==> src/common/mci_pkg.sv <==
////////////////////
// MCI shared definitions
// Fabric widths, watchdog period type, CSR offsets
// and the subsystem address map
////////////////////
`default_nettype none

package mci_pkg;

    // Fabric widths
    localparam int ADDR_W = 32;
    localparam int DATA_W = 32;
    localparam int USER_W = 8;

    typedef logic [ADDR_W-1:0] addr_t;
    typedef logic [DATA_W-1:0] data_t;
    typedef logic [USER_W-1:0] user_t;

    // Watchdog timeout period, in clock cycles
    typedef logic [31:0] period_t;

    // CSR window
    localparam addr_t REG_BASE = 32'h0000_0000;
    localparam addr_t REG_SIZE = 32'h0000_1000;

    // MCU SRAM window, size set by MCU_SRAM_SIZE_KB
    localparam addr_t SRAM_BASE = 32'h0001_0000;

    // CSR byte offsets
    localparam addr_t WDT_T1_EN_OFS      = 32'h00;
    localparam addr_t WDT_T1_CTRL_OFS    = 32'h04;
    localparam addr_t WDT_T1_PERIOD_OFS  = 32'h08;
    localparam addr_t WDT_T2_CTRL_OFS    = 32'h0C;
    localparam addr_t WDT_T2_PERIOD_OFS  = 32'h10;
    localparam addr_t WDT_STATUS_OFS     = 32'h14;
    localparam addr_t FW_EXEC_SIZE_OFS   = 32'h18;
    localparam addr_t HW_ERROR_FATAL_OFS = 32'h1C;

    // Word address width of an SRAM of size_kb kilobytes
    function automatic int sram_addr_w(int size_kb);
        return $clog2(size_kb * 256);
    endfunction

endpackage

`default_nettype wire

==> src/common/cif_if.sv <==
////////////////////
// Internal fabric interface
// Simplex request/response bus with dv/hold handshake
////////////////////
`timescale 1ns/1ps
`default_nettype none

interface cif_if;
    import mci_pkg::*;

    // Request fields, stable while hold is high
    logic  dv;
    logic  write;
    addr_t addr;
    data_t wdata;
    user_t user;

    // Response fields, valid in the cycle dv & !hold
    logic  hold;
    data_t rdata;
    logic  error;

    // Requester side
    modport request (
        output dv,
        output write,
        output addr,
        output wdata,
        output user,
        input  hold,
        input  rdata,
        input  error
    );

    // Target side
    modport response (
        input  dv,
        input  write,
        input  addr,
        input  wdata,
        input  user,
        output hold,
        output rdata,
        output error
    );

endinterface

`default_nettype wire

==> src/mci_mcu_sram/mci_mcu_sram_ctrl.sv <==
////////////////////
// MCU SRAM controller
// Forwards fabric accesses to the SRAM port and
// guards the FW execution region while locked
////////////////////
`timescale 1ns/1ps
`default_nettype none

module mci_mcu_sram_ctrl #(
    parameter  int MCU_SRAM_SIZE_KB = 4,
    localparam int SRAM_ADDR_W      = mci_pkg::sram_addr_w(MCU_SRAM_SIZE_KB)
) (
    input  logic                   clk,
    input  logic                   reset,

    // Protection controls
    input  mci_pkg::data_t         fw_exec_size,
    input  logic                   mcu_req,
    input  logic                   mcu_sram_fw_exec_region_lock,

    // Fabric target port
    cif_if.response                cif_resp_if,

    // SRAM port
    output logic                   sram_cs,
    output logic                   sram_we,
    output logic [SRAM_ADDR_W-1:0] sram_addr,
    output mci_pkg::data_t         sram_wdata,
    input  mci_pkg::data_t         sram_rdata
);
    import mci_pkg::*;

    typedef enum logic {
        IDLE,
        RESP
    } state_e;

    state_e state_q;
    state_e state_d;
    addr_t  ofs;
    logic   in_exec_region;
    logic   refuse;

    // Byte offset inside the SRAM window
    assign ofs = cif_resp_if.addr - SRAM_BASE;

    // KB index below the region size
    assign in_exec_region = {10'd0, ofs[31:10]} < fw_exec_size;
    assign refuse = mcu_sram_fw_exec_region_lock & ~mcu_req & in_exec_region;

    // Word address and data straight from the request
    assign sram_addr  = ofs[SRAM_ADDR_W+1:2];
    assign sram_wdata = cif_resp_if.wdata;

    always_ff @(posedge clk) begin
        if (reset) begin
            state_q <= IDLE;
        end else begin
            state_q <= state_d;
        end
    end

    always_comb begin
        state_d           = state_q;
        sram_cs           = 1'b0;
        sram_we           = 1'b0;
        cif_resp_if.hold  = 1'b0;
        cif_resp_if.error = 1'b0;
        cif_resp_if.rdata = '0;
        case (state_q)
            IDLE: begin
                if (cif_resp_if.dv) begin
                    if (refuse) begin
                        // Refused, no SRAM access
                        cif_resp_if.error = 1'b1;
                    end else if (cif_resp_if.write) begin
                        sram_cs = 1'b1;
                        sram_we = 1'b1;
                    end else begin
                        // Read, stall one cycle for the SRAM
                        sram_cs          = 1'b1;
                        cif_resp_if.hold = 1'b1;
                        state_d          = RESP;
                    end
                end
            end
            RESP: begin
                cif_resp_if.rdata = sram_rdata;
                state_d           = IDLE;
            end
            default: state_d = IDLE;
        endcase
    end

endmodule

`default_nettype wire

==> src/mci_reg/mci_reg_top.sv <==
////////////////////
// MCI CSR bank
// Watchdog controls, FW exec region size and
// fatal error latch, privilege-checked writes
////////////////////
`timescale 1ns/1ps
`default_nettype none

module mci_reg_top (
    input  logic             clk,
    input  logic             reset,

    // Fabric target port
    cif_if.response          cif_resp_if,

    // Requester class from the decoder
    input  logic             mcu_req,
    input  logic             clp_req,

    // Watchdog controls
    output logic             t1_en,
    output logic             t1_restart,
    output logic             t2_restart,
    output mci_pkg::period_t t1_period,
    output mci_pkg::period_t t2_period,
    output logic             t1_serviced,
    output logic             t2_serviced,

    // Watchdog status
    input  logic             t1_timeout,
    input  logic             t2_timeout,
    input  logic             t2_timeout_p,

    // MCU SRAM protection size, KB
    output mci_pkg::data_t   fw_exec_size,

    output logic             error_fatal
);
    import mci_pkg::*;

    addr_t ofs;
    logic  priv;
    logic  wr_req;
    logic  wr_ok;
    logic  fatal_clr;

    // Offset inside the CSR window
    assign ofs = cif_resp_if.addr - REG_BASE;

    // Only MCU or CLP may write
    assign priv   = mcu_req | clp_req;
    assign wr_req = cif_resp_if.dv & cif_resp_if.write;
    assign wr_ok  = wr_req & priv;

    // Single cycle target
    assign cif_resp_if.hold  = 1'b0;
    assign cif_resp_if.error = wr_req & ~priv;

    // Self-clearing restart pulses
    assign t1_restart = wr_ok & (ofs == WDT_T1_CTRL_OFS) & cif_resp_if.wdata[0];
    assign t2_restart = wr_ok & (ofs == WDT_T2_CTRL_OFS) & cif_resp_if.wdata[0];

    // W1C on status is the serviced pulse
    assign t1_serviced = wr_ok & (ofs == WDT_STATUS_OFS) & cif_resp_if.wdata[0];
    assign t2_serviced = wr_ok & (ofs == WDT_STATUS_OFS) & cif_resp_if.wdata[1];

    assign fatal_clr = wr_ok & (ofs == HW_ERROR_FATAL_OFS) & cif_resp_if.wdata[0];

    always_ff @(posedge clk) begin
        if (reset) begin
            t1_en        <= 1'b0;
            t1_period    <= '1;
            t2_period    <= '1;
            fw_exec_size <= '0;
            error_fatal  <= 1'b0;
        end else begin
            if (wr_ok) begin
                case (ofs)
                    WDT_T1_EN_OFS:     t1_en        <= cif_resp_if.wdata[0];
                    WDT_T1_PERIOD_OFS: t1_period    <= period_t'(cif_resp_if.wdata);
                    WDT_T2_PERIOD_OFS: t2_period    <= period_t'(cif_resp_if.wdata);
                    FW_EXEC_SIZE_OFS:  fw_exec_size <= cif_resp_if.wdata;
                    default: ;
                endcase
            end
            // Fatal latch, a new timeout wins over the clear
            if (t2_timeout_p) begin
                error_fatal <= 1'b1;
            end else if (fatal_clr) begin
                error_fatal <= 1'b0;
            end
        end
    end

    // Read mux, open to every user
    always_comb begin
        case (ofs)
            WDT_T1_EN_OFS:      cif_resp_if.rdata = {31'd0, t1_en};
            WDT_T1_PERIOD_OFS:  cif_resp_if.rdata = data_t'(t1_period);
            WDT_T2_PERIOD_OFS:  cif_resp_if.rdata = data_t'(t2_period);
            WDT_STATUS_OFS:     cif_resp_if.rdata = {30'd0, t2_timeout, t1_timeout};
            FW_EXEC_SIZE_OFS:   cif_resp_if.rdata = fw_exec_size;
            HW_ERROR_FATAL_OFS: cif_resp_if.rdata = {31'd0, error_fatal};
            // Control pulses and holes read zero
            default:            cif_resp_if.rdata = '0;
        endcase
    end

endmodule

`default_nettype wire

==> src/mci_wdt/mci_wdt_top.sv <==
////////////////////
// MCI watchdog
// Two cascaded timers, stage 2 runs while stage 1
// sits in timeout, stage 2 expiry is fatal
////////////////////
`timescale 1ns/1ps
`default_nettype none

module mci_wdt_top (
    input  logic             clk,
    input  logic             reset,

    // Controls from the CSR bank
    input  logic             t1_en,
    input  logic             t1_restart,
    input  logic             t2_restart,
    input  mci_pkg::period_t t1_period,
    input  mci_pkg::period_t t2_period,
    input  logic             t1_serviced,
    input  logic             t2_serviced,

    // Status
    output logic             t1_timeout,
    output logic             t2_timeout,
    output logic             t2_timeout_p,
    output logic             fatal_timeout
);
    import mci_pkg::*;

    period_t t1_cnt;
    period_t t2_cnt;
    logic    t1_run;
    logic    t2_run;
    logic    t1_expire;

    // Stage 1 runs when enabled and not yet expired
    assign t1_run    = t1_en & ~t1_timeout;
    assign t1_expire = t1_run & (t1_cnt == t1_period);

    // Cascade, stage 2 only while stage 1 is unserviced
    assign t2_run       = t1_timeout & ~t2_timeout;
    assign t2_timeout_p = t2_run & (t2_cnt == t2_period);

    always_ff @(posedge clk) begin
        if (reset) begin
            t1_cnt        <= '0;
            t2_cnt        <= '0;
            t1_timeout    <= 1'b0;
            t2_timeout    <= 1'b0;
            fatal_timeout <= 1'b0;
        end else begin
            // Stage 1 counter
            if (t1_restart || !t1_run || t1_expire) begin
                t1_cnt <= '0;
            end else begin
                t1_cnt <= t1_cnt + 1'b1;
            end

            // Stage 1 sticky timeout
            if (t1_expire) begin
                t1_timeout <= 1'b1;
            end else if (t1_serviced) begin
                t1_timeout <= 1'b0;
            end

            // Stage 2 counter
            if (t2_restart || !t2_run || t2_timeout_p) begin
                t2_cnt <= '0;
            end else begin
                t2_cnt <= t2_cnt + 1'b1;
            end

            // Stage 2 sticky timeout
            if (t2_timeout_p) begin
                t2_timeout <= 1'b1;
            end else if (t2_serviced) begin
                t2_timeout <= 1'b0;
            end

            // Fatal flag, cleared only by reset
            if (t2_timeout_p) begin
                fatal_timeout <= 1'b1;
            end
        end
    end

endmodule

`default_nettype wire

==> src/source/mci_fabric_decode.sv <==
////////////////////
// MCI fabric decoder
// Routes requests to the CSR bank or MCU SRAM,
// errors unmapped addresses, classifies users
////////////////////
`timescale 1ns/1ps
`default_nettype none

module mci_fabric_decode #(
    parameter int MCU_SRAM_SIZE_KB = 4
) (
    input  logic           clk,
    input  logic           reset,

    // Upstream fabric request
    input  logic           req_dv,
    input  logic           req_write,
    input  mci_pkg::addr_t req_addr,
    input  mci_pkg::data_t req_wdata,
    input  mci_pkg::user_t req_user,
    output logic           req_hold,
    output mci_pkg::data_t req_rdata,
    output logic           req_error,

    // Privileged user straps
    input  mci_pkg::user_t strap_mcu_user,
    input  mci_pkg::user_t strap_clp_user,

    // Target ports
    cif_if.request         reg_req_if,
    cif_if.request         sram_req_if,

    // Requester class
    output logic           mcu_req,
    output logic           clp_req
);
    import mci_pkg::*;

    localparam addr_t SRAM_SIZE = addr_t'(MCU_SRAM_SIZE_KB * 1024);

    logic reg_hit;
    logic sram_hit;
    logic sel_reg;
    logic sel_sram;
    // Target of a stalled request
    logic stall_q;
    logic stall_sram_q;

    // Window checks via offset, base may be zero
    assign reg_hit  = (req_addr - REG_BASE) < REG_SIZE;
    assign sram_hit = (req_addr - SRAM_BASE) < SRAM_SIZE;

    // Keep the mux on the stalled target until completion
    assign sel_reg  = stall_q ? ~stall_sram_q : reg_hit;
    assign sel_sram = stall_q ? stall_sram_q : sram_hit;

    always_ff @(posedge clk) begin
        if (reset) begin
            stall_q      <= 1'b0;
            stall_sram_q <= 1'b0;
        end else begin
            stall_q <= req_dv & req_hold;
            if (req_dv & req_hold) begin
                stall_sram_q <= sel_sram;
            end
        end
    end

    // Straps compare
    assign mcu_req = (req_user == strap_mcu_user);
    assign clp_req = (req_user == strap_clp_user);

    // CSR bank request
    assign reg_req_if.dv    = req_dv & sel_reg;
    assign reg_req_if.write = req_write;
    assign reg_req_if.addr  = req_addr;
    assign reg_req_if.wdata = req_wdata;
    assign reg_req_if.user  = req_user;

    // SRAM controller request
    assign sram_req_if.dv    = req_dv & sel_sram;
    assign sram_req_if.write = req_write;
    assign sram_req_if.addr  = req_addr;
    assign sram_req_if.wdata = req_wdata;
    assign sram_req_if.user  = req_user;

    // Response return
    always_comb begin
        if (sel_reg) begin
            req_hold  = reg_req_if.hold;
            req_rdata = reg_req_if.rdata;
            req_error = reg_req_if.error;
        end else if (sel_sram) begin
            req_hold  = sram_req_if.hold;
            req_rdata = sram_req_if.rdata;
            req_error = sram_req_if.error;
        end else begin
            // Unmapped, complete at once with error
            req_hold  = 1'b0;
            req_rdata = '0;
            req_error = req_dv;
        end
    end

endmodule

`default_nettype wire

==> src/source/mci_top.sv <==
////////////////////
// MCI subsystem top
// Fabric decoder, CSR bank, watchdog and
// MCU SRAM controller
////////////////////
`timescale 1ns/1ps
`default_nettype none

module mci_top #(
    parameter  int MCU_SRAM_SIZE_KB = 4,
    localparam int SRAM_ADDR_W      = mci_pkg::sram_addr_w(MCU_SRAM_SIZE_KB)
) (
    input  logic                   clk,
    input  logic                   reset,

    // Fabric request port
    input  logic                   req_dv,
    input  logic                   req_write,
    input  mci_pkg::addr_t         req_addr,
    input  mci_pkg::data_t         req_wdata,
    input  mci_pkg::user_t         req_user,
    output logic                   req_hold,
    output mci_pkg::data_t         req_rdata,
    output logic                   req_error,

    // Straps
    input  mci_pkg::user_t         strap_mcu_user,
    input  mci_pkg::user_t         strap_clp_user,
    input  logic                   mcu_sram_fw_exec_region_lock,

    // MCU SRAM port
    output logic                   sram_cs,
    output logic                   sram_we,
    output logic [SRAM_ADDR_W-1:0] sram_addr,
    output mci_pkg::data_t         sram_wdata,
    input  mci_pkg::data_t         sram_rdata,

    // Interrupts
    output logic                   nmi_intr,
    output logic                   error_fatal
);
    import mci_pkg::*;

    // Privileged request flags
    logic mcu_req;
    logic clp_req;

    // Watchdog controls and status
    logic    t1_en;
    logic    t1_restart;
    logic    t2_restart;
    period_t t1_period;
    period_t t2_period;
    logic    t1_serviced;
    logic    t2_serviced;
    logic    t1_timeout;
    logic    t2_timeout;
    logic    t2_timeout_p;

    // Execution region size in KB
    data_t fw_exec_size;

    // Decoder to target buses
    cif_if reg_req_if ();
    cif_if sram_req_if ();

    mci_fabric_decode #(
        .MCU_SRAM_SIZE_KB(MCU_SRAM_SIZE_KB)
    ) i_mci_fabric_decode (
        .clk,
        .reset,
        .req_dv,
        .req_write,
        .req_addr,
        .req_wdata,
        .req_user,
        .req_hold,
        .req_rdata,
        .req_error,
        .strap_mcu_user,
        .strap_clp_user,
        .reg_req_if  (reg_req_if.request),
        .sram_req_if (sram_req_if.request),
        .mcu_req,
        .clp_req
    );

    // CSR bank
    mci_reg_top i_mci_reg_top (
        .clk,
        .reset,
        .cif_resp_if (reg_req_if.response),
        .mcu_req,
        .clp_req,
        .t1_en,
        .t1_restart,
        .t2_restart,
        .t1_period,
        .t2_period,
        .t1_serviced,
        .t2_serviced,
        .t1_timeout,
        .t2_timeout,
        .t2_timeout_p,
        .fw_exec_size,
        .error_fatal
    );

    // Cascaded watchdog, fatal drives the NMI
    mci_wdt_top i_mci_wdt_top (
        .clk,
        .reset,
        .t1_en,
        .t1_restart,
        .t2_restart,
        .t1_period,
        .t2_period,
        .t1_serviced,
        .t2_serviced,
        .t1_timeout,
        .t2_timeout,
        .t2_timeout_p,
        .fatal_timeout (nmi_intr)
    );

    mci_mcu_sram_ctrl #(
        .MCU_SRAM_SIZE_KB(MCU_SRAM_SIZE_KB)
    ) i_mci_mcu_sram_ctrl (
        .clk,
        .reset,
        .fw_exec_size,
        .mcu_req,
        .mcu_sram_fw_exec_region_lock,
        .cif_resp_if (sram_req_if.response),
        .sram_cs,
        .sram_we,
        .sram_addr,
        .sram_wdata,
        .sram_rdata
    );

endmodule

`default_nettype wire

==> config.mk <==
export PLATFORM = sky130hd
export DESIGN_NAME = mci_top
export DESIGN_NICKNAME = d
export VERILOG_FILES = /design/src/common/mci_pkg.sv /design/src/common/cif_if.sv /design/src/mci_mcu_sram/mci_mcu_sram_ctrl.sv /design/src/mci_reg/mci_reg_top.sv /design/src/mci_wdt/mci_wdt_top.sv /design/src/source/mci_fabric_decode.sv /design/src/source/mci_top.sv
export SDC_FILE = /design/constraint.sdc
export NUM_CORES = 1
export LEC_CHECK = 0
export ABC_AREA = 1
export ABC_CLOCK_PERIOD_IN_PS = 2000
export BUFFER_PORTS_ARGS = -buffer_cell sky130_fd_sc_hd__buf_2
export CORE_ASPECT_RATIO = 0.9
export CORE_MARGIN = 5
export CORE_UTILIZATION = 30
export DETAILED_ROUTE_END_ITERATION = 10
export SLEW_MARGIN = 20
export SYNTH_ARGS = -nofsm -noshare
export SYNTH_HDL_FRONTEND = slang
export SYNTH_SLANG_ARGS = --single-unit
==> constraint.sdc <==
create_clock -name clk -period 2 [get_ports clk]
set_input_delay 0 -clock clk [delete_from_list [all_inputs] [get_ports clk]]
set_output_delay 0 -clock clk [all_outputs]
set_load 0.05 [all_outputs]
==> results_dict.tcl <==
set metrics [dict create \
    nFillCells 3367 \
    cts_buffers 17 \
    synth_enable_flop_cells 0 \
    layout_setup_ws_ps -287 \
    die-area_um2 38300 \
    rows 64 \
    first_iter_violations 677 \
    ant_nets 0 \
    wl_per_cell_um 16.6 \
    start_util_pct 30.4 \
    yosysTopAreaCell "dfxtp_1" \
    skew_ps 7.91 \
    yosys_register_bits 168 \
    io_pins 205 \
    yosysMostFrequentCell "inv_1" \
    slew_headroom_pct 67.4 \
    grt_max_degree 65 \
    grt_overflow 0 \
    htree_levels 4 \
    cp-end-kind "output pin" \
    ys.flop_type "dfxtp_1" \
    worst_hold_path_type "in -> reg" \
    cts_tree "built" \
    seq_area_frac_synth_pct 32.5 \
    period_minus_slack_ps 2290 \
    finalNonFillerCells 2290 \
    wirelength_um 38000 \
    place_hpwl_um 28200 \
    clk_path_buf_depth 2 \
    final_layout_size_suffix_gt1_share_pct 34.5 \
    p_leak_nw 6.53 \
    place_inst 2203 \
    tightest_slew_ps 488 \
    p_per_area_nw_per_um2 508 \
    syn_area_um2 10300 \
    core_area_um2 34000 \
    ys_top_cells_by_area "dfxtp_1 33%, inv_1 8.3%, nand2_1 8.2%" \
    whs_ps 130 \
    drt-vias-per-instance 4.87 \
    finalSetupViolCount 38 \
    placed_cell_area_um2 12800 \
    worstRegToRegCells 11 \
    ys_top_cells_by_count "228 x inv_1, 225 x nand2_1, 188 x nor2_1" \
    maxCapViolations 0 \
    clock_latency_ps 440 \
    rsz0062_at_grt "yes" \
    dr_total_vias 11100 \
    postLayoutCellArea_um2 15100 \
    start_kind "register" \
    syn-num-nets 1629 \
    netlist_instances 1479 \
    diodes 0 \
    wl_met3_um 2400 \
    area_delta_synth_final_pct 46.5 \
    grt_pass1_vias 10700 \
    ir_drop_v 0.000588 \
    portBuffers 204 \
    grt_pass1_wl_um 56700 \
    gp_congestion 0.873 \
    dr_wl_met2_um 18500 \
    first_pass_iters 6 \
    worstPathArrival_ps 2290 \
    clock-root-buffer "clkbuf_16" \
    die_h_um 186 \
    crit_fanout 8 \
    synth.avg_cell_area_um2 6.99 \
    path_class "reg -> out" \
    fin_crit_sh_pct 114 \
    post-route-util_pct 44.5 \
    required_ps 2000 \
    clock.fmax_mhz 437 \
    die_w_um 206 \
    highest_layer "met4" \
    violations "negative setup slack" \
    final_nets 1967 \
    cts_sinks 168 \
    wl_met1_um 16100 \
    tns_ps -7440 \
    ys_warn_count 0 \
    status "finished, violations left" \
    hold_viol_final 0 \
    antenna_found_initial 0 \
    hold_depth 7 \
    async_flop_share_pct 0 \
    ys_types 41 \
    drv_slew 0 \
    route.detailed.drc 0 \
    synth_top_cell_area_share_pct 32.5 \
    clkTransAtPathRegs_ps 70 \
    grt_usage_pct 18.9 \
]
==> cell type report <==
class / instances / area [um2] / share of cell area [%]
flip-flops and latches: 168 / 3390 / 22.4
inverters: 230 / 871 / 5.75
repair buffers: 416 / 3260 / 21.5
well taps: 462 / 578 / 3.82
multi-input cells: 984 / 6440 / 42.5
clock inverters: 11 / 176 / 1.16
clock buffers: 19 / 433 / 2.86
==> timing repair <==
action / 4_1_cts / 5_1_grt
endpoints found under the setup margin: 39 / 84
cloned: 1 / 4
buffers inserted: 6 / 15
gates resized for setup: 141 / 144
endpoints found under the hold margin: 101 / 0
hold buffers: 33 / 0
pin swaps: 25 / 46
==> cell families (layout without fill, tap and decap cells) <==
group           Yosys count  in the layout  share of synthesized area [%]
fa+ha+maj                25             25                           3.03
flops                   168            168                           32.5
buf+inv                 327            676                           14.5
simple gates            601            601                           25.8
compound gates          253            253                           15.3
xor+xnor                105            105                           8.90
==> sequential cells by signal, summed over array words and instances, names as in the netlist <==
name                              flops
i_mci_reg_top.t1_en                   1
i_mci_wdt_top.t2_cnt                 32
i_mci_fabric_decode.stall_q           1
i_mci_wdt_top.t1_timeout              1
i_mci_wdt_top.t2_timeout              1
i_mci_wdt_top.t1_cnt                 32
i_mci_reg_top.fw_exec_size           32
i_mci_reg_top.t1_period              32
i_mci_mcu_sram_ctrl.state_q           1
i_mci_wdt_top.fatal_timeout           1
i_mci_fabric_decode.stall_sram_q      1
i_mci_reg_top.error_fatal             1
i_mci_reg_top.t2_period              32
==> stage by stage <==
stage	setup WS [ps]	power, mW
4_1_cts	-298	7.67
5_1_grt	-388	7.91
6_report	-287	7.69
3_5_place_dp	-535	4.13
2_1_floorplan	-42.9	3.86
3_3_place_gp	-456	4.12
==> critical path, stage by stage (launching register included) <==
cell	delay (ps)
dfxtp_2	320
inv_2	70
nand3_4	90
nor2_2	90
nand3_1	70
nor2_1	90
nand2_1	80
nor2_2	100
nand3_2	110
nand2_4	120
buf_12	190
clkbuf_16	170
nand3_2	60
o21ai_2	90
buf_6	180
==> report_power, final <==
part / switching, mW / internal [mW] / total [mW]
sequential: 0.0000000221 / 3.34 / 3.34
combinational: 0.519 / 0.332 / 0.851
clock: 1.41 / 2.08 / 3.50
==> final timing paths <==
kind	start	to	slack (ps)
worst min register to register	i_mci_wdt_top.fatal_timeout$_SDFFE_PP0P_	i_mci_wdt_top.fatal_timeout$_SDFFE_PP0P_	450
worst max register to register	i_mci_reg_top.fw_exec_size[16]$_SDFFE_PP0P_	i_mci_fabric_decode.stall_q$_SDFF_PP0_	-60
worst max-delay path	i_mci_fabric_decode.stall_q$_SDFF_PP0_	req_rdata[29]	-290
worst min-delay path	req_write	i_mci_reg_top.t1_en$_SDFFE_PP0P_	130
==> routing by layer <==
layer,vias up,track usage (%)
met1,5206,24.5
met5,-,0
li1,5474,-
met3,65,2.75
met2,402,32.9
met4,0,5.55
==> cell usage in the layout, fill, tap and decap left out, types with 8 or more instances in the layout <==
cell,count
o21ai_2,29
or2_2,8
clkbuf_16,20
nand4_1,30
nand2_2,13
xor2_1,71
nand3_4,26
a221oi_1,18
ha_1,13
nand3_2,23
inv_2,24
buf_4,153
dfxtp_2,15
nor2_1,165
inv_1,204
buf_12,20
dfxtp_1,151
o211ai_1,65
nor3_1,23
nor3_2,8
o22ai_1,17
nor2_2,18
buf_2,167
dlygate4sd3_1,33
xnor2_1,30
nand2_1,212
nand3_1,44
ha_4,12
a21oi_1,51
o21ai_0,46
nor2_4,14
buf_6,35
No activity file was read; power rests on OpenSTA's default activity.
